**config.mk**
```make
export PLATFORM = sky130hd
export DESIGN_NAME = lmem_as_axi_ctrl
export DESIGN_NICKNAME = d
export VERILOG_FILES = /design/src/logic/lmem_as_axi_ctrl.sv
export VERILOG_INCLUDE_DIRS = /design/src /design/src/include
export SDC_FILE = /design/constraint.sdc
export NUM_CORES = 1
export LEC_CHECK = 0
export ABC_AREA = 0
export BUFFER_PORTS_ARGS = -buffer_cell sky130_fd_sc_hd__clkbuf_2
export CORE_AREA = 2 2 39 41
export CTS_CLUSTER_DIAMETER = 30
export CTS_CLUSTER_SIZE = 20
export DETAILED_ROUTE_END_ITERATION = 7
export DIE_AREA = 0 0 41 43
export PLACE_DENSITY = 0.51
export SLEW_MARGIN = 40
export SYNTH_ARGS = -nofsm -noshare
export SYNTH_HDL_FRONTEND = slang
export SYNTH_SLANG_ARGS = --single-unit
```
**constraint.sdc**
```tcl
create_clock -name axi_afu_if -period 5.9 [get_ports axi_afu_if]
set_clock_uncertainty 0.15 [all_clocks]
set_input_delay 0.885 -clock axi_afu_if [delete_from_list [all_inputs] [get_ports axi_afu_if]]
set_output_delay 0.885 -clock axi_afu_if [all_outputs]
set_load 0.05 [all_outputs]
```
**src/include/lmem_params.svh**
```systemverilog
// Local memory AXI export parameters shared by the design and testbench

`ifndef LMEM_PARAMS_SVH
`define LMEM_PARAMS_SVH

// Word address width, so the local memory holds 256 words
`define LMEM_ADDR_WIDTH 8

// Data word width
`define LMEM_DATA_WIDTH 32

// AFU user field width, without the internal fragment flag
`define LMEM_AFU_USER_WIDTH 8

// Burst length field holds beats minus one, giving 1 to 16 beats
`define LMEM_LEN_WIDTH 4

// Largest burst accepted by the memory side
`define LMEM_FIU_MAX_BEATS 4

// Width of a fragment beat count, large enough to hold LMEM_FIU_MAX_BEATS
`define LMEM_FRAG_CNT_WIDTH 3

// Read beats allowed in flight past the control gate
`define LMEM_MAX_ACTIVE_RD 8

// User table tag width, giving 4 entries
`define LMEM_TAG_WIDTH 2

// Minimum register depth in front of the memory
`define LMEM_SUGGESTED_REG_STAGES 2

`endif

```
**src/logic/lmem_as_axi_ctrl.sv**
```systemverilog
// Local memory control with the registered reset and read beat credit gate

`timescale 1ns/1ps
`default_nettype none

`include "lmem_params.svh"

module lmem_as_axi_ctrl
(
    input  logic axi_afu_if,
    input  logic reset,
    output logic reset_q,

    // Read fragment issued by the burst mapper and its beat count
    input  logic frag_issue,
    input  logic [`LMEM_FRAG_CNT_WIDTH-1:0] frag_beats,

    // One read beat handed back to the AFU
    input  logic rd_beat_done,

    // High while a full-sized fragment still fits under the credit limit
    output logic rd_admit
);

    // Headroom so a full fragment on top of the limit still fits in the counter
    localparam int ACTIVE_W = $clog2(`LMEM_MAX_ACTIVE_RD + `LMEM_FIU_MAX_BEATS + 1);

    logic [ACTIVE_W-1:0] rd_active_cnt;
    logic [ACTIVE_W-1:0] rd_active_nxt;

    // Every stage sees the reset one cycle late, from a single flop
    always_ff @(posedge axi_afu_if)
    begin
        reset_q <= reset;
    end

    // Issue and return may land in the same cycle
    always_comb
    begin
        rd_active_nxt = rd_active_cnt;
        if (frag_issue)
            rd_active_nxt = rd_active_nxt + ACTIVE_W'(frag_beats);
        if (rd_beat_done)
            rd_active_nxt = rd_active_nxt - 1'b1;
    end

    always_ff @(posedge axi_afu_if)
    begin
        if (reset_q)
            rd_active_cnt <= '0;
        else
            rd_active_cnt <= rd_active_nxt;
    end

    // Worst case is assumed for the next fragment, since its size is not known yet
    assign rd_admit = (int'(rd_active_cnt) + `LMEM_FIU_MAX_BEATS <= `LMEM_MAX_ACTIVE_RD);

endmodule

`default_nettype wire

```
==> impl_metrics.csv <==
group,metric,value,unit
timing,timing.fmax,410,MHz
finish,nFillCells,152,
worst_setup_path,crit_chain,"clkbuf_2, ha_1, inv_1, fa_1, nand2_1, o21ai_1, ha_1, mux2_2, nor2_1",
min_path,hp-class,"reg -> reg",
floorplan,rows,14,
logic_synthesis,synth_cells,43,
logic_synthesis,synth_mux_area_frac,0.0794,
floorplan,fp.dieW,41,µm
timing,worstMarginPinSlew,322,ps
timing,finalCriticalPeriod,2440,ps
logic_synthesis,synth-adder-area-share,0.178,
finish,drive_gt1_frac,0.259,
logic_synthesis,async_reset_ff_frac,0,
detailed_routing,wl,720,µm
finish,n_antenna_cell,0,
finish,nets,67,
timing,rsz0062_at_grt,"no",
clocking,root_buffer,"clkbuf_4",
pwr,peakVddDrop,114,µV
global_routing,antenna_found_initial,0,
detailed_routing,via_per_inst,4.83,
logic_synthesis,ys_top_cells_by_count,"dfxtp_1, ha_1, nor2_1",
floorplan,initial_core_util,0.285,
worst_setup_path,cp_common_cell,"ha_1",
global_routing,grt_pass1_vias,349,
clocking,clk_path_buf_depth,2,
timing,period_share,0.413,
clocking,h-tree-depth,1,
detailed_routing,drtIter0Drc,3,
logic_synthesis,ys_warn_count,0,
timing,setup_viol,0,
worst_setup_path,crit_fanout,3,
run,max_cap_viol_count,0,
logic_synthesis,seq_area_frac_synth,0.254,
logic_synthesis,synthTopCellsByArea,"dfxtp_1, ha_1, fa_1",
timing,finalHoldViolations,0,
floorplan,die_area,1760,µm²
placed_design,post-dp-hpwl,587,µm
placed_design,dp_cells,66,
clocking,cts.sinks,5,
global_routing,grt_pass1_wl,1320,µm
timing,worst_hold_slack,367,ps
clocking,cts_hold_buf,0,
logic_synthesis,syn_nets,55,
clocking,tritoncts,"built",
global_routing,grt.overflow.total,0,
placed_design,gp_congestion,0.713,
detailed_routing,drtPass1Iterations,3,
timing,final.setup.tns,0,ps
logic_synthesis,netlist_area,394,µm²
finish,syn_to_final_growth,19.0,%
worst_setup_path,cp.arrival,2470,ps
timing,drv_slew,0,
detailed_routing,detail-route-antenna-nets,0,
placed_design,io_buffers,8,
worst_setup_path,crit_path_end_kind,"register",
clocking,numCtsBuffers,3,
logic_synthesis,ys_ff_latch,5,
logic_synthesis,synth_top_area_frac,0.254,
worst_setup_path,crit_slowest_cell,"fa_1",
logic_synthesis,yosys.area.top_type,"dfxtp_1",
floorplan,fp.dieH,43,µm
floorplan,ios,9,
clocking,cts_resized,0,
worst_setup_path,worstPathRequired,5930,ps
finish,instances_no_fill,70,
pwr,power.leakage,0.000209,µW
global_routing,grt_use_total,0.111,
logic_synthesis,synth_xor_area_frac,0.0667,
logic_synthesis,syn_area_per_cell,9.17,µm²
clocking,clk_pin_slew,40,ps
worst_setup_path,critPathKind,"in -> reg",
detailed_routing,wire_per_inst,10.3,µm
global_routing,grt_max_degree,9,
detailed_routing,drc,0,
pwr,power.density,344,nW/µm²
detailed_routing,vias,338,
floorplan,core-area,1380,µm²
logic_synthesis,yosys.area_share.simple,0.165,
clocking,post-cts-setup-buffers,0,
clocking,worstSkewPairLatency,240,ps
logic_synthesis,synth-edff-count,0,
logic_synthesis,synth_compound_area_frac,0.200,
logic_synthesis,yosysUniqueCellTypes,24,
status,outcome,"finished, final reports clean",
worst_setup_path,crit_path_start_kind,"input pin",
timing,relSlewSlack,0.783,
logic_synthesis,synth_top_family_by_area,"compound AO/OA/AOI/OAI gates",
logic_synthesis,yosysMostFrequentCell,"dfxtp_1",
worst_setup_path,cpPeakStageDelay,430,ps
logic_synthesis,ys.flop_type,"dfxtp_1",
[cells by family after synthesis]
family | count (synthesis)
multiplexers | 3
adder cells (fa/ha/maj) | 5
buffers and inverters | 4
AND/OR/NAND/NOR | 12
flip-flops | 5
AO/OA/AOI/OAI | 11
XOR/XNOR | 3
[power by group]
part	leakage [µW]	switching [µW]	internal (µW)
Clock	0.0000150	13.6	25.5
Combinational	0.000152	40.5	32.0
Sequential	0.0000416	8.71	41.2
[per-stage QoR]
step / cell area (µm²) / total power (µW) / util / setup slack [ps]
6_report: 469 / 162 / 0.339 / 3460
5_1_grt: 469 / 178 / 0.339 / 3330
4_1_cts: 469 / 165 / 0.339 / 3460
3_5_place_dp: 443 / 124 / 0.320 / 3210
3_3_place_gp: 443 / 123 / 0.320 / 3220
2_1_floorplan: 394 / 109 / - / 3380
[critical path, delay by kind of cell]
| kind | cells | cell delay, ps |
|---|---|---|
| compound gates | 1 | 70 |
| fa+ha+maj | 3 | 940 |
| buf+inv | 2 | 160 |
| mux | 1 | 260 |
| simple gates | 2 | 150 |
[layout make-up]
class / instances / area [µm²] / share of cell area
multi-input combinational: 34 / 272 / 0.579
sequential: 5 / 100 / 0.213
tap: 16 / 20.0 / 0.0427
inverter: 3 / 11.3 / 0.0240
timing repair buffer: 8 / 40.0 / 0.0853
clock buffer: 4 / 26.3 / 0.0560
[final timing paths]
path                    startpoint                to  slack, ps  cells after the start
setup / recovery     frag_beats[0]  rd_active_cnt[1]       3460                      9
hold reg to reg            reset_q  rd_active_cnt[0]        370                      1
setup reg to reg  rd_active_cnt[0]  rd_active_cnt[1]       3770                      8
hold / removal             reset_q  rd_active_cnt[0]        370                      1
[state kept, by name, summed over array words and instances, names as in the netlist]
name and flops:
reset_q 1, rd_active_cnt 4
[placed cells by master, fill, tap and decap left out, types with 2 or more instances in the layout]
| cell | instances |
|---|---|
| clkbuf_4 | 3 |
| inv_1 | 3 |
| xnor2_1 | 2 |
| o21ai_1 | 2 |
| dfxtp_1 | 5 |
| mux2i_1 | 2 |
| ha_1 | 4 |
| a211oi_1 | 2 |
| nor2_1 | 4 |
| o21a_1 | 2 |
| nand2_1 | 3 |
| clkbuf_2 | 8 |
[metal layers]
metal	vias up	track usage	wire, µm
met5	-	0	0
met2	7	0.166	346
met4	0	0.0800	17
met3	2	0.0157	28
li1	178	-	-
met1	151	0.136	327
No activity file was read; power rests on OpenSTA's default activity.
