<file path="src/include/lmem_params.svh">
// Local memory AXI export parameters shared by the design and testbench

`ifndef LMEM_PARAMS_SVH
`define LMEM_PARAMS_SVH

// Word address width, so the local memory holds 256 words
`define LMEM_ADDR_WIDTH 8

// Data word width
`define LMEM_DATA_WIDTH 32

// AFU user field width, without the internal fragment flag
`define LMEM_AFU_USER_WIDTH 8

// Burst length field holds beats minus one, giving 1 to 16 beats
`define LMEM_LEN_WIDTH 4

// Largest burst accepted by the memory side
`define LMEM_FIU_MAX_BEATS 4

// Width of a fragment beat count, large enough to hold LMEM_FIU_MAX_BEATS
`define LMEM_FRAG_CNT_WIDTH 3

// Read beats allowed in flight past the control gate
`define LMEM_MAX_ACTIVE_RD 8

// User table tag width, giving 4 entries
`define LMEM_TAG_WIDTH 2

// Minimum register depth in front of the memory
`define LMEM_SUGGESTED_REG_STAGES 2

`endif

</file>
<file path="src/logic/lmem_pkg.sv">
// Local memory AXI export types for opcodes, requests and responses

`default_nettype none

`include "lmem_params.svh"

package lmem_pkg;

    // Only reads and writes are carried on the request channel
    typedef enum logic
    {
        lmem_op_read,
        lmem_op_write
    } lmem_op_e;

    // Request on the single combined command and write data channel
    typedef struct packed
    {
        lmem_op_e op;
        logic [`LMEM_ADDR_WIDTH-1:0] addr;
        logic [`LMEM_LEN_WIDTH-1:0] len;
        logic [`LMEM_DATA_WIDTH-1:0] wdata;
        // Top bit is the fragment-last flag added by the burst mapper
        logic [`LMEM_AFU_USER_WIDTH:0] user;
        // Valid only downstream of the user extension stage
        logic [`LMEM_TAG_WIDTH-1:0] tag;
    } lmem_req_t;

    // Response beat for both reads and writes
    typedef struct packed
    {
        lmem_op_e op;
        logic [`LMEM_DATA_WIDTH-1:0] rdata;
        logic last;
        logic [`LMEM_AFU_USER_WIDTH:0] user;
        logic [`LMEM_TAG_WIDTH-1:0] tag;
    } lmem_rsp_t;

endpackage

`default_nettype wire

</file>
<file path="src/logic/lmem_axi_if.sv">
// Valid/ready request and response channel pair between memory pipeline stages

`timescale 1ns/1ps
`default_nettype none

`include "lmem_params.svh"

interface lmem_axi_if;

    // Request channel, flowing toward the memory
    logic req_valid;
    logic req_ready;
    lmem_pkg::lmem_req_t req;

    // Response channel, flowing back toward the AFU
    logic rsp_valid;
    logic rsp_ready;
    lmem_pkg::lmem_rsp_t rsp;

    // Side that issues requests and consumes responses
    modport source
    (
        output req_valid,
        output req,
        input  req_ready,
        input  rsp_valid,
        input  rsp,
        output rsp_ready
    );

    // Side that accepts requests and produces responses
    modport sink
    (
        input  req_valid,
        input  req,
        output req_ready,
        output rsp_valid,
        output rsp,
        input  rsp_ready
    );

endinterface

`default_nettype wire

</file>
<file path="src/logic/lmem_reg_pipe.sv">
// Chain of valid/ready register slices on the request and response paths

`timescale 1ns/1ps
`default_nettype none

`include "lmem_params.svh"

module lmem_reg_pipe
#(
    // Slices per direction, at least one
    parameter int n_stages = `LMEM_SUGGESTED_REG_STAGES
)
(
    input  logic axi_afu_if,
    input  logic reset_q,
    lmem_axi_if.sink up,
    lmem_axi_if.source down
);

    // Slice registers, index 0 is nearest the producer of each path
    logic req_v [n_stages];
    lmem_pkg::lmem_req_t req_q [n_stages];
    logic rsp_v [n_stages];
    lmem_pkg::lmem_rsp_t rsp_q [n_stages];

    // Inputs into each slice and the ready each slice offers
    logic req_in_v [n_stages];
    lmem_pkg::lmem_req_t req_in [n_stages];
    logic req_rdy [n_stages];
    logic rsp_in_v [n_stages];
    lmem_pkg::lmem_rsp_t rsp_in [n_stages];
    logic rsp_rdy [n_stages];

    always_comb
    begin
        req_in_v[0] = up.req_valid;
        req_in[0] = up.req;
        rsp_in_v[0] = down.rsp_valid;
        rsp_in[0] = down.rsp;
        for (int s = 1; s < n_stages; s++)
        begin
            req_in_v[s] = req_v[s-1];
            req_in[s] = req_q[s-1];
            rsp_in_v[s] = rsp_v[s-1];
            rsp_in[s] = rsp_q[s-1];
        end
    end

    // A slice takes new data when empty or when it is emptying this cycle
    always_comb
    begin
        req_rdy[n_stages-1] = !req_v[n_stages-1] || down.req_ready;
        rsp_rdy[n_stages-1] = !rsp_v[n_stages-1] || up.rsp_ready;
        for (int s = n_stages - 2; s >= 0; s--)
        begin
            req_rdy[s] = !req_v[s] || req_rdy[s+1];
            rsp_rdy[s] = !rsp_v[s] || rsp_rdy[s+1];
        end
    end

    always_ff @(posedge axi_afu_if)
    begin
        for (int s = 0; s < n_stages; s++)
        begin
            if (reset_q)
            begin
                req_v[s] <= 1'b0;
                rsp_v[s] <= 1'b0;
            end
            else
            begin
                if (req_rdy[s])
                    req_v[s] <= req_in_v[s];
                if (rsp_rdy[s])
                    rsp_v[s] <= rsp_in_v[s];
            end
        end
    end

    always_ff @(posedge axi_afu_if)
    begin
        for (int s = 0; s < n_stages; s++)
        begin
            if (req_rdy[s] && req_in_v[s])
                req_q[s] <= req_in[s];
            if (rsp_rdy[s] && rsp_in_v[s])
                rsp_q[s] <= rsp_in[s];
        end
    end

    // Nothing is taken from either neighbour while reset is held
    assign up.req_ready = !reset_q && req_rdy[0];
    assign down.rsp_ready = !reset_q && rsp_rdy[0];

    assign down.req_valid = req_v[n_stages-1];
    assign down.req = req_q[n_stages-1];
    assign up.rsp_valid = rsp_v[n_stages-1];
    assign up.rsp = rsp_q[n_stages-1];

endmodule

`default_nettype wire

</file>
<file path="src/flat_wrapper.sv">
// flat-port wrapper written by rule: the top's interface ports become plain ports
module lmem_reg_pipe_flat 
#(
                                         
    parameter int n_stages = `LMEM_SUGGESTED_REG_STAGES
)
  (axi_afu_if, reset_q, up_req_valid, up_req, up_req_ready, up_rsp_valid, up_rsp, up_rsp_ready, down_req_valid, down_req, down_req_ready, down_rsp_valid, down_rsp, down_rsp_ready);
  lmem_axi_if up_i ();
  lmem_axi_if down_i ();
  input  logic axi_afu_if;
  input  logic reset_q;
  input wire logic [$bits(up_i.req_valid)-1:0] up_req_valid;
  input wire logic [$bits(up_i.req)-1:0] up_req;
  output wire logic [$bits(up_i.req_ready)-1:0] up_req_ready;
  output wire logic [$bits(up_i.rsp_valid)-1:0] up_rsp_valid;
  output wire logic [$bits(up_i.rsp)-1:0] up_rsp;
  input wire logic [$bits(up_i.rsp_ready)-1:0] up_rsp_ready;
  output wire logic [$bits(down_i.req_valid)-1:0] down_req_valid;
  output wire logic [$bits(down_i.req)-1:0] down_req;
  input wire logic [$bits(down_i.req_ready)-1:0] down_req_ready;
  input wire logic [$bits(down_i.rsp_valid)-1:0] down_rsp_valid;
  input wire logic [$bits(down_i.rsp)-1:0] down_rsp;
  output wire logic [$bits(down_i.rsp_ready)-1:0] down_rsp_ready;
  assign up_i.req_valid = up_req_valid;
  assign up_i.req = up_req;
  assign up_req_ready = up_i.req_ready;
  assign up_rsp_valid = up_i.rsp_valid;
  assign up_rsp = up_i.rsp;
  assign up_i.rsp_ready = up_rsp_ready;
  assign down_req_valid = down_i.req_valid;
  assign down_req = down_i.req;
  assign down_i.req_ready = down_req_ready;
  assign down_i.rsp_valid = down_rsp_valid;
  assign down_i.rsp = down_rsp;
  assign down_rsp_ready = down_i.rsp_ready;
  lmem_reg_pipe #(.n_stages(n_stages)) u_core (.axi_afu_if(axi_afu_if), .reset_q(reset_q), .up(up_i), .down(down_i));
endmodule
</file>
<file path="config.mk">
export PLATFORM = sky130hd
export DESIGN_NAME = lmem_reg_pipe_flat
export DESIGN_NICKNAME = d
export VERILOG_FILES = /design/src/logic/lmem_pkg.sv /design/src/logic/lmem_axi_if.sv /design/src/logic/lmem_reg_pipe.sv /design/src/flat_wrapper.sv
export VERILOG_INCLUDE_DIRS = /design/src /design/src/include
export SDC_FILE = /design/constraint.sdc
export NUM_CORES = 1
export LEC_CHECK = 0
export ABC_AREA = 1
export BUFFER_PORTS_ARGS = -buffer_cell sky130_fd_sc_hd__buf_2
export CAP_MARGIN = 30
export CORE_MARGIN = 2
export CORE_UTILIZATION = 40
export DETAILED_ROUTE_END_ITERATION = 16
export GPL_TIMING_DRIVEN = 0
export PLACE_DENSITY = 0.65
export SLEW_MARGIN = 0
export SYNTH_ARGS = -nofsm -noshare
export SYNTH_HDL_FRONTEND = slang
export SYNTH_SLANG_ARGS = --single-unit
</file>
<file path="constraint.sdc">
create_clock -name axi_afu_if -period 3.15 [get_ports axi_afu_if]
set_input_delay 0.1575 -clock axi_afu_if [delete_from_list [all_inputs] [get_ports axi_afu_if]]
set_output_delay 0.1575 -clock axi_afu_if [all_outputs]
set_load 0.03 [all_outputs]
</file>
==> key figures <==
Outcome
  – Status: finished, final reports clean

Drt
  – Drt pass-1 iters: 4
  – Initial DRC count: 167
  – DRC viols: 0
  – Routed vias: 3504
  – Routed Antenna Nets: 0
  – Routed len/inst: 16.6 um
  – Routed WL: 13300 um
  – Via/cell ratio: 4.35

Logic synthesis
  – Most frequent cell after synthesis: edfxtp_1
  – FFs w/ async S/R, synth: 0
  – Average cell area after synthesis: 26.9 um^2
  – Synth area leader: edfxtp_1
  – Post-synth top area share: 0.979
  – EDFF count, synth: 206
  – Post-Synth Simple-Gate Area: 0.0143
  – Gate count of the mapped netlist: 235
  – Register area share after synthesis: 0.979
  – Ys Warns: 0
  – Post-Syn Nets: 342
  – XOR/XNOR Fraction of Synth Area: 0
  – Most frequent cells after synthesis: 206 x edfxtp_1, 6 x inv_1, 6 x nand2_1
  – Cell variety after synth: 9
  – Combinational family with the most area after synthesis: simple AND/OR/NAND/NOR gates
  – Post-synthesis adder-cell area fraction: 0
  – Top FF cell, synth: edfxtp_1
  – Post-synthesis mux area share: 0
  – Compound-Gate Fraction of Synth Area: 0
  – Syn Std Cell Area: 0.00632 mm^2
  – #FFs+latches synth: 206
  – Largest cells by area after synthesis: edfxtp_1 98%, inv_1 0.36%, nand2_1 0.36%, nand3_2 0.32%, inv_2 0.30%

Worst setup path
  – Crit path kind: flop to flop
  – Critical path cell sequence: inv_1, nor2_2, nor2_4, buf_12
  – Worst Path Max Fanout: 36
  – Worst Setup End Kind: flop
  – Slowest Stage Delay on Critical Path: 0.50 ns
  – Worst r2r src: u_core.req_v[1]$_SDFFCE_PN0P_
  – Crit path from: u_core.req_v[1]$_SDFFCE_PN0P_
  – Crit path launch type: flop
  – Flop2flop setup slack: 1.42 ns
  – Signal arrival time at the worst endpoint: 1.92 ns
  – Slowest CP cell: nor2_4
  – Worst Path Buf+Inv: 2
  – Critical path's top delay family: simple AND/OR/NAND/NOR gates
  – CP required: 3.34 ns

Place
  – Area post-placement: 0.00771 mm^2
  – DP Worst Slack: 1.38 ns
  – Post-detail-place hpwl: 7730 um
  – I/O Buffers: 211
  – Gpl congestion: 0.742

Run
  – MaxCap Viol Count: 0

Power and ir drop
  – Maximum vdd drop: 0.483 mV
  – Lkg Pwr: 3.68 nW
  – Pwr Density: 649 mW/mm^2
  – Final Power: 6.14 mW

Timing
  – Pins over their slew limit: 0
  – Slew headroom: 0.382
  – Post-layout worst setup margin: 1.42 ns
  – Slew of the pin with the lowest slew margin: 0.926 ns
  – Unrepaired setup endpoints after global routing: no
  – Fmax: 579 MHz
  – # setup viols final: 0
  – Final hold vios: 0
  – Final min period: 1.73 ns
  – Period utilization: 0.548
  – Clk_skew: 0.00986 ns

Global route
  – Largest net degree at the start of global routing: 46
  – M3 GR Usage: 0.0607
  – Top Usage Layer GRT: met2
  – Global-route wire length before repair: 19700 um
  – Grt ovf: 0
  – Grt met1 use: 0.181
  – Antenna violations before repair: 1
  – Vias in the first global route: 3728
  – All-Layer GR Usage: 0.155
  – Met2 Track Usage GR: 0.267

Floorplanning
  – Die area: 0.0168 mm^2
  – Horiz. Die Dim: 130 um
  – Top-level I/O count: 212
  – Die height: 130 um
  – Initial core utilization: 0.413
  – Site row count: 45
  – Placeable Area: 0.0153 mm^2

Clock tree
  – Clock Tree Root: clkbuf_16
  – CTS tree: yes
  – Latest clock arrival within the worst-skew pair: 0.49 ns
  – Clk sinks: 206
  – CTS clock-pin slew for the worst setup and hold paths: 0.06 ns
  – CTS Buf Count: 22
  – H-tree depth: 1
  – Clk buf depth: 3

Layout
  – Area delta synth->final: 49.7%
  – Cell area after layout: 0.00946 mm^2
  – Fill count: 1093
  – Layout cells sized above 1: 0.440
  – Final net count: 685

Min path
  – Hold Crit Start: down_req_ready
  – Worst Hold Class: input port to flop
==> worst reg2reg max path, stage by stage (launching register included) <==
cell and delay, ns:
edfxtp_1 0.43, inv_1 0.10, nor2_2 0.07, nor2_4 0.51
buf_12 0.30
==> per-stage QoR <==
stage          std cells  utilization  hold WS, ns  setup TNS [ns]
2_1_floorplan        235            -        0.256               0
3_3_place_gp         657        0.499        0.334          -19.61
3_5_place_dp         660        0.504        0.336               0
4_1_cts              804        0.617       0.0169               0
5_1_grt              805        0.618       0.0302               0
6_report             805        0.618       0.0437               0
==> cell usage in the layout (no fill, tap or decap), types with 3 or more instances in the layout <==
cell type	netlist	layout
clkinvlp_4	0	4
edfxtp_1	206	206
dlygate4sd3_1	0	105
inv_1	6	4
nand2_1	6	6
clkinv_2	0	4
inv_2	5	7
buf_2	0	211
clkbuf_16	0	23
clkinv_1	0	4
buf_12	0	3
==> registers in the layout, summed over array words and instances, names as in the netlist <==
register	flops
u_core.req_q	112
u_core.req_v	2
u_core.rsp_q	90
u_core.rsp_v	2
==> what timing repair did <==
item	CTS	global route
gates resized for setup	0	0
setup buffers	0	0
hold endpoints to repair	104	0
hold buffers	105	0
==> path summary, 6_finish.rpt <==
path	to	cells past startpoint
max	u_core.req_q[0][93]$_DFFE_PP_	4
min	u_core.req_v[1]$_SDFFCE_PN0P_	3
max reg2reg	u_core.req_q[0][93]$_DFFE_PP_	4
min reg2reg	u_core.rsp_q[0][67]$_DFFE_PP_	0
==> kinds of logic (layout without fill, tap and decap cells) <==
logic type    after synthesis  after routing
buf+inv                    11            369
flops                     206            206
other cells                 0              1
simple gates               18             18
==> cell type report <==
class                           instances  area (um^2)  area share
Antenna cell                            1         2.50    0.000265
Clock buffer                           24          579      0.0613
Clock inverter                         15          113      0.0119
Inverter                               11         41.3     0.00437
Multi-Input combinational cell         18          105      0.0111
Sequential cell                       206         6190       0.654
Tap cell                              211          264      0.0279
Timing Repair Buffer                  319         2170       0.229
==> layer usage <==
layer  vias to the layer above  share of wire  wire, um
met5                         -              0         0
met4                         0          0.022       288
met3                        20           0.10      1380
met2                       192           0.48      6450
met1                      1674           0.39      5230
li1                       1618              -         -
==> report_power, final <==
group / total (mW) / internal, mW / leakage, nW / switching, mW
clock network: 2.45 / 1.41 / 0.330 / 1.04
logic: 0.459 / 0.187 / 1.37 / 0.272
registers: 3.23 / 3.19 / 1.98 / 0.0388
No activity file was read; power rests on OpenSTA's default activity.
