$ cat src/include/lmem_params.svh
// Local memory AXI export parameters shared by the design and testbench

`ifndef LMEM_PARAMS_SVH
`define LMEM_PARAMS_SVH

// Word address width, so the local memory holds 256 words
`define LMEM_ADDR_WIDTH 8

// Data word width
`define LMEM_DATA_WIDTH 32

// AFU user field width, without the internal fragment flag
`define LMEM_AFU_USER_WIDTH 8

// Burst length field holds beats minus one, giving 1 to 16 beats
`define LMEM_LEN_WIDTH 4

// Largest burst accepted by the memory side
`define LMEM_FIU_MAX_BEATS 4

// Width of a fragment beat count, large enough to hold LMEM_FIU_MAX_BEATS
`define LMEM_FRAG_CNT_WIDTH 3

// Read beats allowed in flight past the control gate
`define LMEM_MAX_ACTIVE_RD 8

// User table tag width, giving 4 entries
`define LMEM_TAG_WIDTH 2

// Minimum register depth in front of the memory
`define LMEM_SUGGESTED_REG_STAGES 2

`endif

$ cat src/logic/lmem_pkg.sv
// Local memory AXI export types for opcodes, requests and responses

`default_nettype none

`include "lmem_params.svh"

package lmem_pkg;

    // Only reads and writes are carried on the request channel
    typedef enum logic
    {
        lmem_op_read,
        lmem_op_write
    } lmem_op_e;

    // Request on the single combined command and write data channel
    typedef struct packed
    {
        lmem_op_e op;
        logic [`LMEM_ADDR_WIDTH-1:0] addr;
        logic [`LMEM_LEN_WIDTH-1:0] len;
        logic [`LMEM_DATA_WIDTH-1:0] wdata;
        // Top bit is the fragment-last flag added by the burst mapper
        logic [`LMEM_AFU_USER_WIDTH:0] user;
        // Valid only downstream of the user extension stage
        logic [`LMEM_TAG_WIDTH-1:0] tag;
    } lmem_req_t;

    // Response beat for both reads and writes
    typedef struct packed
    {
        lmem_op_e op;
        logic [`LMEM_DATA_WIDTH-1:0] rdata;
        logic last;
        logic [`LMEM_AFU_USER_WIDTH:0] user;
        logic [`LMEM_TAG_WIDTH-1:0] tag;
    } lmem_rsp_t;

endpackage

`default_nettype wire

$ cat src/logic/lmem_axi_if.sv
// Valid/ready request and response channel pair between memory pipeline stages

`timescale 1ns/1ps
`default_nettype none

`include "lmem_params.svh"

interface lmem_axi_if;

    // Request channel, flowing toward the memory
    logic req_valid;
    logic req_ready;
    lmem_pkg::lmem_req_t req;

    // Response channel, flowing back toward the AFU
    logic rsp_valid;
    logic rsp_ready;
    lmem_pkg::lmem_rsp_t rsp;

    // Side that issues requests and consumes responses
    modport source
    (
        output req_valid,
        output req,
        input  req_ready,
        input  rsp_valid,
        input  rsp,
        output rsp_ready
    );

    // Side that accepts requests and produces responses
    modport sink
    (
        input  req_valid,
        input  req,
        output req_ready,
        output rsp_valid,
        output rsp,
        input  rsp_ready
    );

endinterface

`default_nettype wire

$ cat src/logic/lmem_user_ext.sv
// User field extension that parks wide user bits in a tagged table

`timescale 1ns/1ps
`default_nettype none

`include "lmem_params.svh"

module lmem_user_ext
(
    input  logic axi_afu_if,
    input  logic reset_q,
    lmem_axi_if.sink up,
    lmem_axi_if.source down
);

    localparam int TAG_W = `LMEM_TAG_WIDTH;
    localparam int N_TAGS = 1 << `LMEM_TAG_WIDTH;

    // User fields of fragments in flight, indexed by tag
    logic [`LMEM_AFU_USER_WIDTH:0] user_tbl [N_TAGS];
    logic [N_TAGS-1:0] free_map;
    logic [TAG_W-1:0] alloc_tag;
    logic any_free;

    logic req_fire;
    logic rsp_done;
    lmem_pkg::lmem_req_t down_req;
    lmem_pkg::lmem_rsp_t up_rsp;

    // Pick the lowest free entry
    always_comb
    begin
        alloc_tag = '0;
        for (int i = N_TAGS - 1; i >= 0; i--)
        begin
            if (free_map[i])
                alloc_tag = TAG_W'(i);
        end
    end

    assign any_free = |free_map;

    // Requests stall when every tag is taken
    assign down.req_valid = up.req_valid && any_free;
    assign up.req_ready = down.req_ready && any_free;
    assign req_fire = down.req_valid && down.req_ready;

    // The memory does not carry user bits, so only the tag goes down
    always_comb
    begin
        down_req = up.req;
        down_req.user = '0;
        down_req.tag = alloc_tag;
    end

    assign down.req = down_req;

    // Response side restores the user field from the echoed tag
    assign up.rsp_valid = down.rsp_valid;
    assign down.rsp_ready = up.rsp_ready;

    always_comb
    begin
        up_rsp = down.rsp;
        up_rsp.user = user_tbl[down.rsp.tag];
    end

    assign up.rsp = up_rsp;

    // A tag lives until the end of its fragment
    assign rsp_done = down.rsp_valid && down.rsp_ready
                      && (down.rsp.last || (down.rsp.op == lmem_pkg::lmem_op_write));

    always_ff @(posedge axi_afu_if)
    begin
        if (reset_q)
        begin
            free_map <= '1;
        end
        else
        begin
            // Allocated and freed tags never collide in one cycle
            if (req_fire)
                free_map[alloc_tag] <= 1'b0;
            if (rsp_done)
                free_map[down.rsp.tag] <= 1'b1;
        end
    end

    always_ff @(posedge axi_afu_if)
    begin
        if (req_fire)
            user_tbl[alloc_tag] <= up.req.user;
    end

endmodule

`default_nettype wire

$ cat src/flat_wrapper.sv
// flat-port wrapper written by rule: the top's interface ports become plain ports
module lmem_user_ext_flat 
  (axi_afu_if, reset_q, up_req_valid, up_req, up_req_ready, up_rsp_valid, up_rsp, up_rsp_ready, down_req_valid, down_req, down_req_ready, down_rsp_valid, down_rsp, down_rsp_ready);
  lmem_axi_if up_i ();
  lmem_axi_if down_i ();
  input  logic axi_afu_if;
  input  logic reset_q;
  input wire logic [$bits(up_i.req_valid)-1:0] up_req_valid;
  input wire logic [$bits(up_i.req)-1:0] up_req;
  output wire logic [$bits(up_i.req_ready)-1:0] up_req_ready;
  output wire logic [$bits(up_i.rsp_valid)-1:0] up_rsp_valid;
  output wire logic [$bits(up_i.rsp)-1:0] up_rsp;
  input wire logic [$bits(up_i.rsp_ready)-1:0] up_rsp_ready;
  output wire logic [$bits(down_i.req_valid)-1:0] down_req_valid;
  output wire logic [$bits(down_i.req)-1:0] down_req;
  input wire logic [$bits(down_i.req_ready)-1:0] down_req_ready;
  input wire logic [$bits(down_i.rsp_valid)-1:0] down_rsp_valid;
  input wire logic [$bits(down_i.rsp)-1:0] down_rsp;
  output wire logic [$bits(down_i.rsp_ready)-1:0] down_rsp_ready;
  assign up_i.req_valid = up_req_valid;
  assign up_i.req = up_req;
  assign up_req_ready = up_i.req_ready;
  assign up_rsp_valid = up_i.rsp_valid;
  assign up_rsp = up_i.rsp;
  assign up_i.rsp_ready = up_rsp_ready;
  assign down_req_valid = down_i.req_valid;
  assign down_req = down_i.req;
  assign down_i.req_ready = down_req_ready;
  assign down_i.rsp_valid = down_rsp_valid;
  assign down_i.rsp = down_rsp;
  assign down_rsp_ready = down_i.rsp_ready;
  lmem_user_ext u_core (.axi_afu_if(axi_afu_if), .reset_q(reset_q), .up(up_i), .down(down_i));
endmodule
$ cat config.mk
export PLATFORM = sky130hd
export DESIGN_NAME = lmem_user_ext_flat
export DESIGN_NICKNAME = d
export VERILOG_FILES = /design/src/logic/lmem_pkg.sv /design/src/logic/lmem_axi_if.sv /design/src/logic/lmem_user_ext.sv /design/src/flat_wrapper.sv
export VERILOG_INCLUDE_DIRS = /design/src /design/src/include
export SDC_FILE = /design/constraint.sdc
export NUM_CORES = 1
export LEC_CHECK = 0
export BUFFER_PORTS_ARGS = -buffer_cell sky130_fd_sc_hd__clkbuf_2
export CORE_MARGIN = 3
export CORE_UTILIZATION = 35
export CTS_BUF_LIST = sky130_fd_sc_hd__clkbuf_2
export CTS_CLUSTER_DIAMETER = 120
export DETAILED_ROUTE_END_ITERATION = 10
export PLACE_DENSITY = 0.77
export SETUP_SLACK_MARGIN = 0.2
export SYNTH_ARGS = -nofsm -noshare
export SYNTH_HDL_FRONTEND = slang
export SYNTH_SLANG_ARGS = --single-unit
$ cat constraint.sdc
create_clock -name axi_afu_if -period 2.4 [get_ports axi_afu_if]
set_input_delay 0.12 -clock axi_afu_if [delete_from_list [all_inputs] [get_ports axi_afu_if]]
set_output_delay 0.12 -clock axi_afu_if [all_outputs]
set_load 0.005 [all_outputs]
==> impl_metrics.csv <==
group,metric,value,unit
clocking,root_buffer,"clkbuf_2",
final_layout,finalNetCount,248,
floorplanning,die-area,7380,µm²
placed_design,port_buffers,37,
synthesis,synth_top_family_by_area,"buffers and inverters",
sta,fin_skew,0.0157,ns
clocking,clock_latency,0.38,ns
floorplanning,die_h,85.9,µm
synthesis,synthTopCellsByArea,"edfxtp_1, buf_4, mux4_2",
synthesis,synth-adder-area-share,0,
power_and_ir_drop,p_sw_frac,0.215,
placed_design,place_congestion,0.728,
worst_setup_path,reg2reg_to,"u_core.user_tbl[3][8]$_DFFE_PP_",
synthesis,synth_top_area_cell,"edfxtp_1",
global_routing,grt_use_total,0.123,
power_and_ir_drop,power.total,1150,µW
worst_setup_path,worstPathArrival,1.45,ns
final_layout,drive_above_1_share,0.380,
floorplanning,core,6060,µm²
power_and_ir_drop,p_switching,248,µW
clocking,path_clk_slew,0.18,ns
synthesis,synth_simple_gate_area_frac,0.0336,
worst_setup_path,critPathKind,"reg2out",
clocking,htree_num_levels,2,
sta,setup-violations-final,0,
clocking,max-clock-path-buffers,2,
global_routing,grt_max_degree,14,
global_routing,grt_overflow,0,
worst_setup_path,cp-end-kind,"primary output",
drt,drc,0,
final_layout,diodes,0,
drt,drtIter0Drc,42,
sta,clock.fmax,635,MHz
sta,fin_ws,0.825,ns
power_and_ir_drop,ir_drop,0.000393,V
worst_hold_path,min-delay-start,"down_rsp_valid",
synthesis,yosysSeqAreaShare,0.520,
drt,vias,1054,
worst_setup_path,timing.critical_path.slowest_stage_cell,"mux4_1",
worst_setup_path,timing.rr.start,"u_core.free_map[0]$_SDFF_PP1_",
sta,finalCritPeriodShare,0.656,
synthesis,synth.distinct_cells,23,
sta,drv_slew,0,
worst_setup_path,max_stage_delay,0.53,ns
worst_setup_path,required,2.28,ns
floorplanning,rows,28,
synthesis,synth_area_per_cell,13.1,µm²
final_layout,syn2layout_area_growth,-10.6,%
global_routing,grt_first_pass_wirelength,6560,µm
power_and_ir_drop,comb_power_share,0.091,
sta,rsz0062_at_grt,"no",
power_and_ir_drop,clock_power_share,0.235,
placed_design,placed_cells,199,
power_and_ir_drop,power.leakage,0.000759,µW
worst_hold_path,min_path_cells,3,
synthesis,synth_top_area_frac,0.484,
floorplanning,ioPinCount,212,
drt,drtPass1Iterations,4,
clocking,cts_inserted_buffers,5,
drt,ant_nets,0,
synthesis,synth_area,2230,µm²
global_routing,grt_pass1_vias,1035,
drt,vias_per_cell,4.86,
synthesis,synth-xor-area-share,0,
placed_design,dp_slack,1.00,ns
worst_hold_path,hold_path_end,"u_core.free_map[3]$_SDFF_PP1_",
sta,period_minus_slack,1.57,ns
clocking,post_cts_buffers,0,
synthesis,syn-instance-count,170,
synthesis,synth-compound-area-share,0.0297,
synthesis,ys_ff_latch,40,
worst_setup_path,path_max_fanout,1,
worst_setup_path,rrSetupSlack,0.96,ns
drt,wire_per_inst,21.7,µm
clocking,cts_tree,"yes",
floorplanning,die_w,85.9,µm
worst_setup_path,start_kind,"flip-flop",
status,status,"complete, no violations",
worst_setup_path,cp_cell_sequence,"mux4_1 -> clkbuf_2",
global_routing,antenna_found_initial,0,
power_and_ir_drop,p_seq_frac,0.674,
clocking,clock-sinks,40,
power_and_ir_drop,p_int,903,µW
synthesis,yosysWarnings,0,
drt,wl,4710,µm
placed_design,hpwlAfterDp,3780,µm
sta,hold_violations,0,
synthesis,synthMuxAreaShare,0.0941,
power_and_ir_drop,power.density,576,nW/µm²
sta,tns,0,ns
floorplanning,start_util,0.369,
sta,fin_hold_ws,0.0336,ns
worst_hold_path,hp-class,"in2reg",
final_layout,final_cells,217,
job,maxCapViolations,0,
worst_setup_path,rr_worst_depth,3,
[cell type report]
type | count | area [µm²]
Clock buffer | 7 | 35.0
Inverter | 3 | 11.3
Tap cell | 75 | 93.8
Sequential cell | 40 | 1160
Timing Repair Buffer | 50 | 308
Clock inverter | 1 | 3.75
Fill cell | 584 | 4060
Multi-Input combinational cell | 41 | 385
[sequential cells by signal, indices dropped and copies added, names as in the netlist]
| register | count |
|---|---|
| u_core.user_tbl | 36 |
| u_core.free_map | 4 |
[power by group through the flow]
stage | Combinational [µW] | Sequential, µW | Clock [µW]
after floorplan | 165 | 790 | 0
after global placement | 90.4 | 791 | 0
final | 105 | 776 | 270
after CTS | 106 | 776 | 279
after detailed placement | 92.9 | 791 | 0
after global routing | 115 | 777 | 315
[per-stage QoR]
step	instance area (µm²)	utilization
5_1_grt	2000	0.330
6_report	2000	0.330
3_3_place_gp	1860	0.307
4_1_cts	2000	0.330
3_5_place_dp	1860	0.307
2_1_floorplan	2260	-
[routing by layer]
metal	part of all wire	global-route usage	vias up	wire (µm)
li1	-	-	441	-
met1	0.24	0.102	484	1150
met2	0.52	0.201	113	2440
met3	0.21	0.110	16	1000
met4	0.024	0.0561	0	115
met5	0	0	-	0
[how the worst max path moves through the flow]
stage / startpoint / end / slack [ns]
global placement: u_core.free_map[0]$_SDFF_PP1_ / u_core.user_tbl[3][4]$_DFFE_PP_ / 1.01
detailed placement: down_rsp[0] / up_rsp[9] / 1.00
finish: u_core.user_tbl[2][7]$_DFFE_PP_ / up_rsp[9] / 0.83
global route: u_core.user_tbl[2][7]$_DFFE_PP_ / up_rsp[9] / 0.71
CTS: u_core.user_tbl[2][7]$_DFFE_PP_ / up_rsp[9] / 0.80
floorplan: u_core.free_map[0]$_SDFF_PP1_ / u_core.user_tbl[3][0]$_DFFE_PP_ / 0.63
[logic make-up (layout without fill, tap and decap cells)]
family	count (synthesis)	count (layout)
AND/OR/NAND/NOR	13	13
flip-flops	40	40
multiplexers	9	9
other	1	9
AO/OA/AOI/OAI	10	10
buffers and inverters	97	61
[synthesized netlist by cell type, drive strengths merged]
| master | n |
|---|---|
| a21oi | 2 |
| buf | 94 |
| o311ai | 2 |
| conb | 1 |
| inv | 3 |
| and3 | 1 |
| nor3b | 2 |
| nand4bb | 1 |
| o21ai | 3 |
| nor2 | 3 |
| nor3 | 1 |
| mux4 | 9 |
| o2111ai | 1 |
| nor4 | 1 |
| edfxtp | 36 |
| nand2 | 2 |
| nor2b | 2 |
| o211ai | 2 |
| dfxtp | 4 |
[cell usage in the layout, fill, tap and decap left out, types with 2 or more instances in the layout]
cell           Yosys  routed
o21ai_0            3       3
nor2b_1            2       2
nand2_1            2       2
mux4_2             7       7
dfxtp_1            4       4
edfxtp_1          36      36
o211ai_1           2       2
dlygate4sd3_1      0      10
nor3b_1            2       2
buf_4             92       3
mux4_1             2       2
a21oi_1            2       2
inv_1              3       3
nor2_1             3       3
clkbuf_2           0      44
conb_1             1       9
[worst max-delay path, delay by kind of cell, from the launching register on]
kind | cells | cell delay (ns)
DFF | 1 | 0.40
muxes | 1 | 0.53
buffers and inverters | 1 | 0.14
[repair_timing]
action / in CTS / in global routing
resized for setup: 0 / 0
endpoints found under the hold margin: 40 / 0
hold buffers: 10 / 0
Power figures use the tool's default switching activity.
