--- config.mk ---
export PLATFORM = sky130hd
export DESIGN_NAME = lmem_burst_map_flat
export DESIGN_NICKNAME = d
export VERILOG_FILES = /design/src/logic/lmem_pkg.sv /design/src/logic/lmem_axi_if.sv /design/src/logic/lmem_burst_map.sv /design/src/flat_wrapper.sv
export VERILOG_INCLUDE_DIRS = /design/src /design/src/include
export SDC_FILE = /design/constraint.sdc
export NUM_CORES = 1
export LEC_CHECK = 0
export ABC_CLOCK_PERIOD_IN_PS = 1700
export BUFFER_PORTS_ARGS = -buffer_cell sky130_fd_sc_hd__buf_2
export CORE_UTILIZATION = 34
export CTS_CLUSTER_SIZE = 12
export DETAILED_ROUTE_END_ITERATION = 7
export HOLD_SLACK_MARGIN = 0.1
export PLACE_DENSITY = 0.74
export SLEW_MARGIN = 10
export SYNTH_ARGS = -nofsm -noshare
export SYNTH_HDL_FRONTEND = slang
export SYNTH_SLANG_ARGS = --single-unit
--- constraint.sdc ---
create_clock -name axi_afu_if -period 1.7 [get_ports axi_afu_if]
set_input_delay 0.085 -clock axi_afu_if [delete_from_list [all_inputs] [get_ports axi_afu_if]]
set_output_delay 0.085 -clock axi_afu_if [all_outputs]
set_load 0.02 [all_outputs]
--- src/include/lmem_params.svh ---
// Local memory AXI export parameters shared by the design and testbench

`ifndef LMEM_PARAMS_SVH
`define LMEM_PARAMS_SVH

// Word address width, so the local memory holds 256 words
`define LMEM_ADDR_WIDTH 8

// Data word width
`define LMEM_DATA_WIDTH 32

// AFU user field width, without the internal fragment flag
`define LMEM_AFU_USER_WIDTH 8

// Burst length field holds beats minus one, giving 1 to 16 beats
`define LMEM_LEN_WIDTH 4

// Largest burst accepted by the memory side
`define LMEM_FIU_MAX_BEATS 4

// Width of a fragment beat count, large enough to hold LMEM_FIU_MAX_BEATS
`define LMEM_FRAG_CNT_WIDTH 3

// Read beats allowed in flight past the control gate
`define LMEM_MAX_ACTIVE_RD 8

// User table tag width, giving 4 entries
`define LMEM_TAG_WIDTH 2

// Minimum register depth in front of the memory
`define LMEM_SUGGESTED_REG_STAGES 2

`endif

--- src/logic/lmem_pkg.sv ---
// Local memory AXI export types for opcodes, requests and responses

`default_nettype none

`include "lmem_params.svh"

package lmem_pkg;

    // Only reads and writes are carried on the request channel
    typedef enum logic
    {
        lmem_op_read,
        lmem_op_write
    } lmem_op_e;

    // Request on the single combined command and write data channel
    typedef struct packed
    {
        lmem_op_e op;
        logic [`LMEM_ADDR_WIDTH-1:0] addr;
        logic [`LMEM_LEN_WIDTH-1:0] len;
        logic [`LMEM_DATA_WIDTH-1:0] wdata;
        // Top bit is the fragment-last flag added by the burst mapper
        logic [`LMEM_AFU_USER_WIDTH:0] user;
        // Valid only downstream of the user extension stage
        logic [`LMEM_TAG_WIDTH-1:0] tag;
    } lmem_req_t;

    // Response beat for both reads and writes
    typedef struct packed
    {
        lmem_op_e op;
        logic [`LMEM_DATA_WIDTH-1:0] rdata;
        logic last;
        logic [`LMEM_AFU_USER_WIDTH:0] user;
        logic [`LMEM_TAG_WIDTH-1:0] tag;
    } lmem_rsp_t;

endpackage

`default_nettype wire

--- src/logic/lmem_axi_if.sv ---
// Valid/ready request and response channel pair between memory pipeline stages

`timescale 1ns/1ps
`default_nettype none

`include "lmem_params.svh"

interface lmem_axi_if;

    // Request channel, flowing toward the memory
    logic req_valid;
    logic req_ready;
    lmem_pkg::lmem_req_t req;

    // Response channel, flowing back toward the AFU
    logic rsp_valid;
    logic rsp_ready;
    lmem_pkg::lmem_rsp_t rsp;

    // Side that issues requests and consumes responses
    modport source
    (
        output req_valid,
        output req,
        input  req_ready,
        input  rsp_valid,
        input  rsp,
        output rsp_ready
    );

    // Side that accepts requests and produces responses
    modport sink
    (
        input  req_valid,
        input  req,
        output req_ready,
        output rsp_valid,
        output rsp,
        input  rsp_ready
    );

endinterface

`default_nettype wire

--- src/logic/lmem_burst_map.sv ---
// Burst mapper that splits AFU read bursts into memory-sized fragments

`timescale 1ns/1ps
`default_nettype none

`include "lmem_params.svh"

module lmem_burst_map
(
    input  logic axi_afu_if,
    input  logic reset_q,

    // AFU side
    input  logic afu_req_valid,
    output logic afu_req_ready,
    input  lmem_pkg::lmem_req_t afu_req,
    output logic afu_rsp_valid,
    input  logic afu_rsp_ready,
    output lmem_pkg::lmem_rsp_t afu_rsp,

    // Memory side, limited to LMEM_FIU_MAX_BEATS per burst
    lmem_axi_if.source mem,

    // Credit handshake with the controller
    input  logic rd_admit,
    output logic frag_issue,
    output logic [`LMEM_FRAG_CNT_WIDTH-1:0] frag_beats,
    output logic rd_beat_done
);

    localparam int LEN_W = `LMEM_LEN_WIDTH;
    localparam int REM_W = `LMEM_LEN_WIDTH + 1;
    localparam int ADDR_W = `LMEM_ADDR_WIDTH;
    localparam int USER_W = `LMEM_AFU_USER_WIDTH;
    localparam int MAX_BEATS = `LMEM_FIU_MAX_BEATS;

    // Command being split, held until its final fragment is accepted
    logic busy;
    lmem_pkg::lmem_op_e cmd_op;
    logic [ADDR_W-1:0] cmd_addr;
    logic [REM_W-1:0] cmd_rem;
    logic [`LMEM_DATA_WIDTH-1:0] cmd_wdata;
    logic [USER_W-1:0] cmd_user;

    logic [REM_W-1:0] frag_cnt;
    logic frag_final;
    logic afu_fire;
    logic frag_fire;
    lmem_pkg::lmem_req_t frag_req;

    // One command at a time, and none while read credits are exhausted
    assign afu_req_ready = !reset_q && !busy && rd_admit;
    assign afu_fire = afu_req_valid && afu_req_ready;

    // Size of the fragment at the head of the current command
    assign frag_final = (cmd_rem <= REM_W'(MAX_BEATS));
    assign frag_cnt = frag_final ? cmd_rem : REM_W'(MAX_BEATS);

    // Writes do not consume read credits
    assign mem.req_valid = busy && ((cmd_op == lmem_pkg::lmem_op_write) || rd_admit);
    assign frag_fire = mem.req_valid && mem.req_ready;

    always_comb
    begin
        frag_req.op = cmd_op;
        frag_req.addr = cmd_addr;
        frag_req.len = LEN_W'(frag_cnt - 1'b1);
        frag_req.wdata = cmd_wdata;
        // The flag marks the fragment that ends the AFU burst
        frag_req.user = {frag_final, cmd_user};
        frag_req.tag = '0;
    end

    assign mem.req = frag_req;

    always_ff @(posedge axi_afu_if)
    begin
        if (reset_q)
            busy <= 1'b0;
        else if (afu_fire)
            busy <= 1'b1;
        else if (frag_fire && frag_final)
            busy <= 1'b0;
    end

    always_ff @(posedge axi_afu_if)
    begin
        if (afu_fire)
        begin
            cmd_op <= afu_req.op;
            cmd_addr <= afu_req.addr;
            cmd_wdata <= afu_req.wdata;
            cmd_user <= afu_req.user[USER_W-1:0];
            // Writes are single beats regardless of the length field
            if (afu_req.op == lmem_pkg::lmem_op_write)
                cmd_rem <= REM_W'(1);
            else
                cmd_rem <= REM_W'(afu_req.len) + 1'b1;
        end
        else if (frag_fire)
        begin
            cmd_addr <= cmd_addr + ADDR_W'(MAX_BEATS);
            cmd_rem <= cmd_rem - frag_cnt;
        end
    end

    assign frag_issue = frag_fire && (cmd_op == lmem_pkg::lmem_op_read);
    assign frag_beats = frag_cnt[`LMEM_FRAG_CNT_WIDTH-1:0];

    // Responses pass straight through, only last of inner fragments is hidden
    assign afu_rsp_valid = mem.rsp_valid;
    assign mem.rsp_ready = afu_rsp_ready;

    always_comb
    begin
        afu_rsp = mem.rsp;
        afu_rsp.last = mem.rsp.last && mem.rsp.user[USER_W];
        afu_rsp.user[USER_W] = 1'b0;
    end

    // Each read beat taken by the AFU returns one credit
    assign rd_beat_done = mem.rsp_valid && afu_rsp_ready
                          && (mem.rsp.op == lmem_pkg::lmem_op_read);

endmodule

`default_nettype wire

--- src/flat_wrapper.sv ---
// flat-port wrapper written by rule: the top's interface ports become plain ports
module lmem_burst_map_flat 
  (axi_afu_if, reset_q, afu_req_valid, afu_req_ready, afu_req, afu_rsp_valid, afu_rsp_ready, afu_rsp, rd_admit, frag_issue, frag_beats, rd_beat_done, mem_req_valid, mem_req, mem_req_ready, mem_rsp_valid, mem_rsp, mem_rsp_ready);
  lmem_axi_if mem_i ();
  input  logic axi_afu_if;
  input  logic reset_q;
  input  logic afu_req_valid;
  output logic afu_req_ready;
  input  lmem_pkg::lmem_req_t afu_req;
  output logic afu_rsp_valid;
  input  logic afu_rsp_ready;
  output lmem_pkg::lmem_rsp_t afu_rsp;
  input  logic rd_admit;
  output logic frag_issue;
  output logic [`LMEM_FRAG_CNT_WIDTH-1:0] frag_beats;
  output logic rd_beat_done;
  output wire logic [$bits(mem_i.req_valid)-1:0] mem_req_valid;
  output wire logic [$bits(mem_i.req)-1:0] mem_req;
  input wire logic [$bits(mem_i.req_ready)-1:0] mem_req_ready;
  input wire logic [$bits(mem_i.rsp_valid)-1:0] mem_rsp_valid;
  input wire logic [$bits(mem_i.rsp)-1:0] mem_rsp;
  output wire logic [$bits(mem_i.rsp_ready)-1:0] mem_rsp_ready;
  assign mem_req_valid = mem_i.req_valid;
  assign mem_req = mem_i.req;
  assign mem_i.req_ready = mem_req_ready;
  assign mem_i.rsp_valid = mem_rsp_valid;
  assign mem_i.rsp = mem_rsp;
  assign mem_rsp_ready = mem_i.rsp_ready;
  lmem_burst_map u_core (.axi_afu_if(axi_afu_if), .reset_q(reset_q), .afu_req_valid(afu_req_valid), .afu_req_ready(afu_req_ready), .afu_req(afu_req), .afu_rsp_valid(afu_rsp_valid), .afu_rsp_ready(afu_rsp_ready), .afu_rsp(afu_rsp), .mem(mem_i), .rd_admit(rd_admit), .frag_issue(frag_issue), .frag_beats(frag_beats), .rd_beat_done(rd_beat_done));
endmodule
==> flow_summary_export.csv <==
group,metric,value,unit
placed_design,place.gp.congestion,0.758,
grt,grt_pass1_wl,8.66,mm
floorplan,start_util,34.9,%
min_path,hold_class,"in2reg",
power_and_ir_drop,p_per_area,745,nW/um^2
run_status,status,"finished with violations",
synth,synth_edf_count,54,
clock_network,cts_made_buffers,5,
detailed_routing,drtPass1Iterations,4,
worst_setup_path,critPathKind,"reg2out",
worst_setup_path,cp.arrival,1.71,ns
sta,setup_viol,2,
run_status,violations,"negative setup slack",
sta,hold_ws,0.108,ns
floorplan,core,7210,um^2
floorplan,io_pins,218,
grt,grt_max_degree,35,
worst_setup_path,reg2reg_to,"u_core.cmd_rem[2]$_DFFE_PP_",
layout,syn_to_final_growth,46.7,%
worst_setup_path,setup.worst_path.end,"mem_req[45]",
clock_network,cts_tree,"yes",
clock_network,clk_latency,0.30,ns
synth,async_flop_share,0,%
floorplan,die-area,7760,um^2
synth,ys.flop_type,"edfxtp_1",
grt,antenna_found_initial,0,
floorplan,row_count,31,
sta,rsz0062_at_grt,"true",
detailed_routing,ant_nets,0,
worst_setup_path,cp_data_required_time,1.62,ns
worst_setup_path,crit_path_start_kind,"flip-flop",
synth,synthTopCellsByArea,"edfxtp_1 64%, buf_4 15%, nand2_1 2.5%, ha_1 2.0%, o21ai_0 1.4%",
synth,ys.warnings.count,0,
grt,grt_usage,15.0,%
sta,hold_viol_final,0,
worst_setup_path,crit_chain,"nor3_4 > buf_6 > and2_4 > inv_4 > ha_4 > xnor2_2 > buf_4",
placed_design,port_buffers,127,
worst_setup_path,slowest_stage,"edfxtp_1",
layout,fillers,591,
clock_network,h-tree-depth,2,
detailed_routing,wire_per_inst,14.6,um
synth,syn_avg_cell_area,13.8,um^2
floorplan,die_w,88.1,um
sta,maxClockFrequency,558,MHz
detailed_routing,viasPerCell,4.26,
synth,synth_top_area_share,64.4,%
floorplan,die_y,88.1,um
detailed_routing,drt-initial-drc-count,76,
synth,syn_area,2520,um^2
placed_design,hpwlAfterDp,4.12,mm
synth,ys_seq_area_share,65.2,%
power_and_ir_drop,leakage,1.58,nW
layout,num-nets-final,440,
worst_setup_path,r2r_cells,8,
detailed_routing,finalWirelength,6.25,mm
sta,fin_crit,1.79,ns
worst_setup_path,r2r_slack,0,ns
clock_network,root_buffer,"clkbuf_8",
clock_network,cts.clk_slew.worst_paths,0.10,ns
grt,overflow,0,
clock_network,cts.sinks,55,
synth,syn_inst,183,
worst_setup_path,path_max_fanout,3,
flow_run,drv_cap,0,
layout,final_cells,428,
layout,drive_gt1_share,51.1,%
worst_setup_path,reg2reg_from,"u_core.cmd_rem[2]$_DFFE_PP_",
grt,grt_pass1_vias,1764,
synth,synth_cell_types,34,
placed_design,placedCellCount,368,
detailed_routing,drc,0,
layout,post-route-util,51.2,%
power_and_ir_drop,vdd_drop_max,0.318,mV
sta,final_max_slew_viol_count,0,
synth,ys_seq_elements,55,
worst_setup_path,end_kind,"output pin",
layout,n_antenna_cell,0,
synth,yosysTopAreaCell,"edfxtp_1",
clock_network,clk_path_buf_depth,2,
sta,setup_ws,-0.0923,ns
sta,fin_skew,0.00976,ns
sta,finalCritPeriodShare,105,%
detailed_routing,vias,1825,
sta,setup_tns,-0.156,ns
worst_setup_path,cp-startpoint,"u_core.cmd_rem[2]$_DFFE_PP_",
worst_setup_path,critPathMaxStageDelay,0.44,ns
==> logic make-up after synthesis <==
logic type,Yosys count,share of synthesized area [%]
and+or+nand+nor,38,8.10
AOI/OAI and AO/OA,19,5.07
other,2,0.298
xor gates and xnor gates,7,2.43
DFF,55,65.2
adders and majority gates,4,1.99
buffers and inverters,58,16.9
==> per-layer routing <==
| layer | vias to the layer above | part of all wire [%] | GRT usage [%] |
|---|---|---|---|
| met5 | - | 0 | 0 |
| met4 | 0 | 2.2 | 7.33 |
| met3 | 22 | 11 | 5.37 |
| met2 | 110 | 54 | 29.7 |
| met1 | 812 | 32 | 13.1 |
| li1 | 881 | - | - |
==> critical path, delay by kind of cell (launching register included) <==
| family | cells | cell delay (ns) |
|---|---|---|
| xor+xnor | 1 | 0.12 |
| fa+ha+maj | 1 | 0.15 |
| buf+inv | 3 | 0.31 |
| flops | 1 | 0.44 |
| simple gates | 2 | 0.38 |
==> Yosys cell counts (all sizes together) (2+ instances only) <==
library cell  number
and2               2
o21ai              7
o21a               2
conb               2
nand2             18
ha                 4
nor3               2
and3               2
edfxtp            54
inv                7
xnor2              3
xor2               4
a21oi              2
nor2               5
buf               51
nand3              4
==> power by group <==
part	internal, mW	switching, mW
Combinational	0.228	0.216
Clock	0.306	0.440
Sequential	1.54	0.0217
Total	2.08	0.677
==> state kept, by name, indices dropped and copies added (netlist names) <==
name              flops
u_core.cmd_user       8
u_core.cmd_addr       8
u_core.cmd_rem        5
u_core.cmd_op         1
u_core.busy           1
u_core.cmd_wdata     32
==> placed cells by master (no fill, tap or decap), types with 3 or more instances in the layout <==
cell type      netlist  layout
buf_2                0     125
edfxtp_1            54      54
dlygate4sd3_1        0      48
nand2_1             17      16
buf_4               50      10
o21ai_0              7       6
clkbuf_8             0       5
xor2_1               4       4
nor2_1               5       4
conb_1               2       4
inv_1                6       3
nand3_1              3       3
==> through the flow <==
stage | instance area (um^2) | setup WS (ns) | total power, mW
after floorplan | 2550 | -0.0645 | 1.92
after global placement | 3000 | 0.0695 | 1.91
after detailed placement | 3000 | 0.0231 | 1.92
after CTS | 3650 | -0.105 | 2.75
after global routing | 3700 | -0.135 | 2.87
final | 3700 | -0.0923 | 2.75
==> worst min path at each step <==
stage	from	to	slack [ns]	cells past startpoint
after global placement	mem_rsp[23]	afu_rsp[23]	0.17	0
after detailed placement	mem_rsp[23]	afu_rsp[23]	0.17	0
after CTS	afu_req[48]	u_core.cmd_addr[1]$_DFFE_PP_	0.11	2
after global routing	afu_req[47]	u_core.cmd_addr[0]$_DFFE_PP_	0.12	2
final	afu_req[48]	u_core.cmd_addr[1]$_DFFE_PP_	0.11	2
after floorplan	reset_q	u_core.busy$_SDFFE_PP0P_	0.16	1
==> layout make-up <==
type                       instances  area (um^2)  area share [%]
tap                               99          124            3.35
timing repair buffer             187         1240            33.6
clock buffer                       5         68.8            1.86
sequential                        55         1640            44.4
multi-input combinational         72          556            15.0
inverter                           7         33.8           0.914
clock inverter                     3         28.8           0.779
==> timing repair <==
action | 4_1_cts | 5_1_grt
endpoints found under the setup margin | 3 | 5
pin swaps | 6 | 6
hold buffers | 48 | 0
resized for setup | 13 | 7
setup buffers | 3 | 1
endpoints found under the hold margin | 48 | 0
Note: power is estimated with default switching activity, not from simulation.
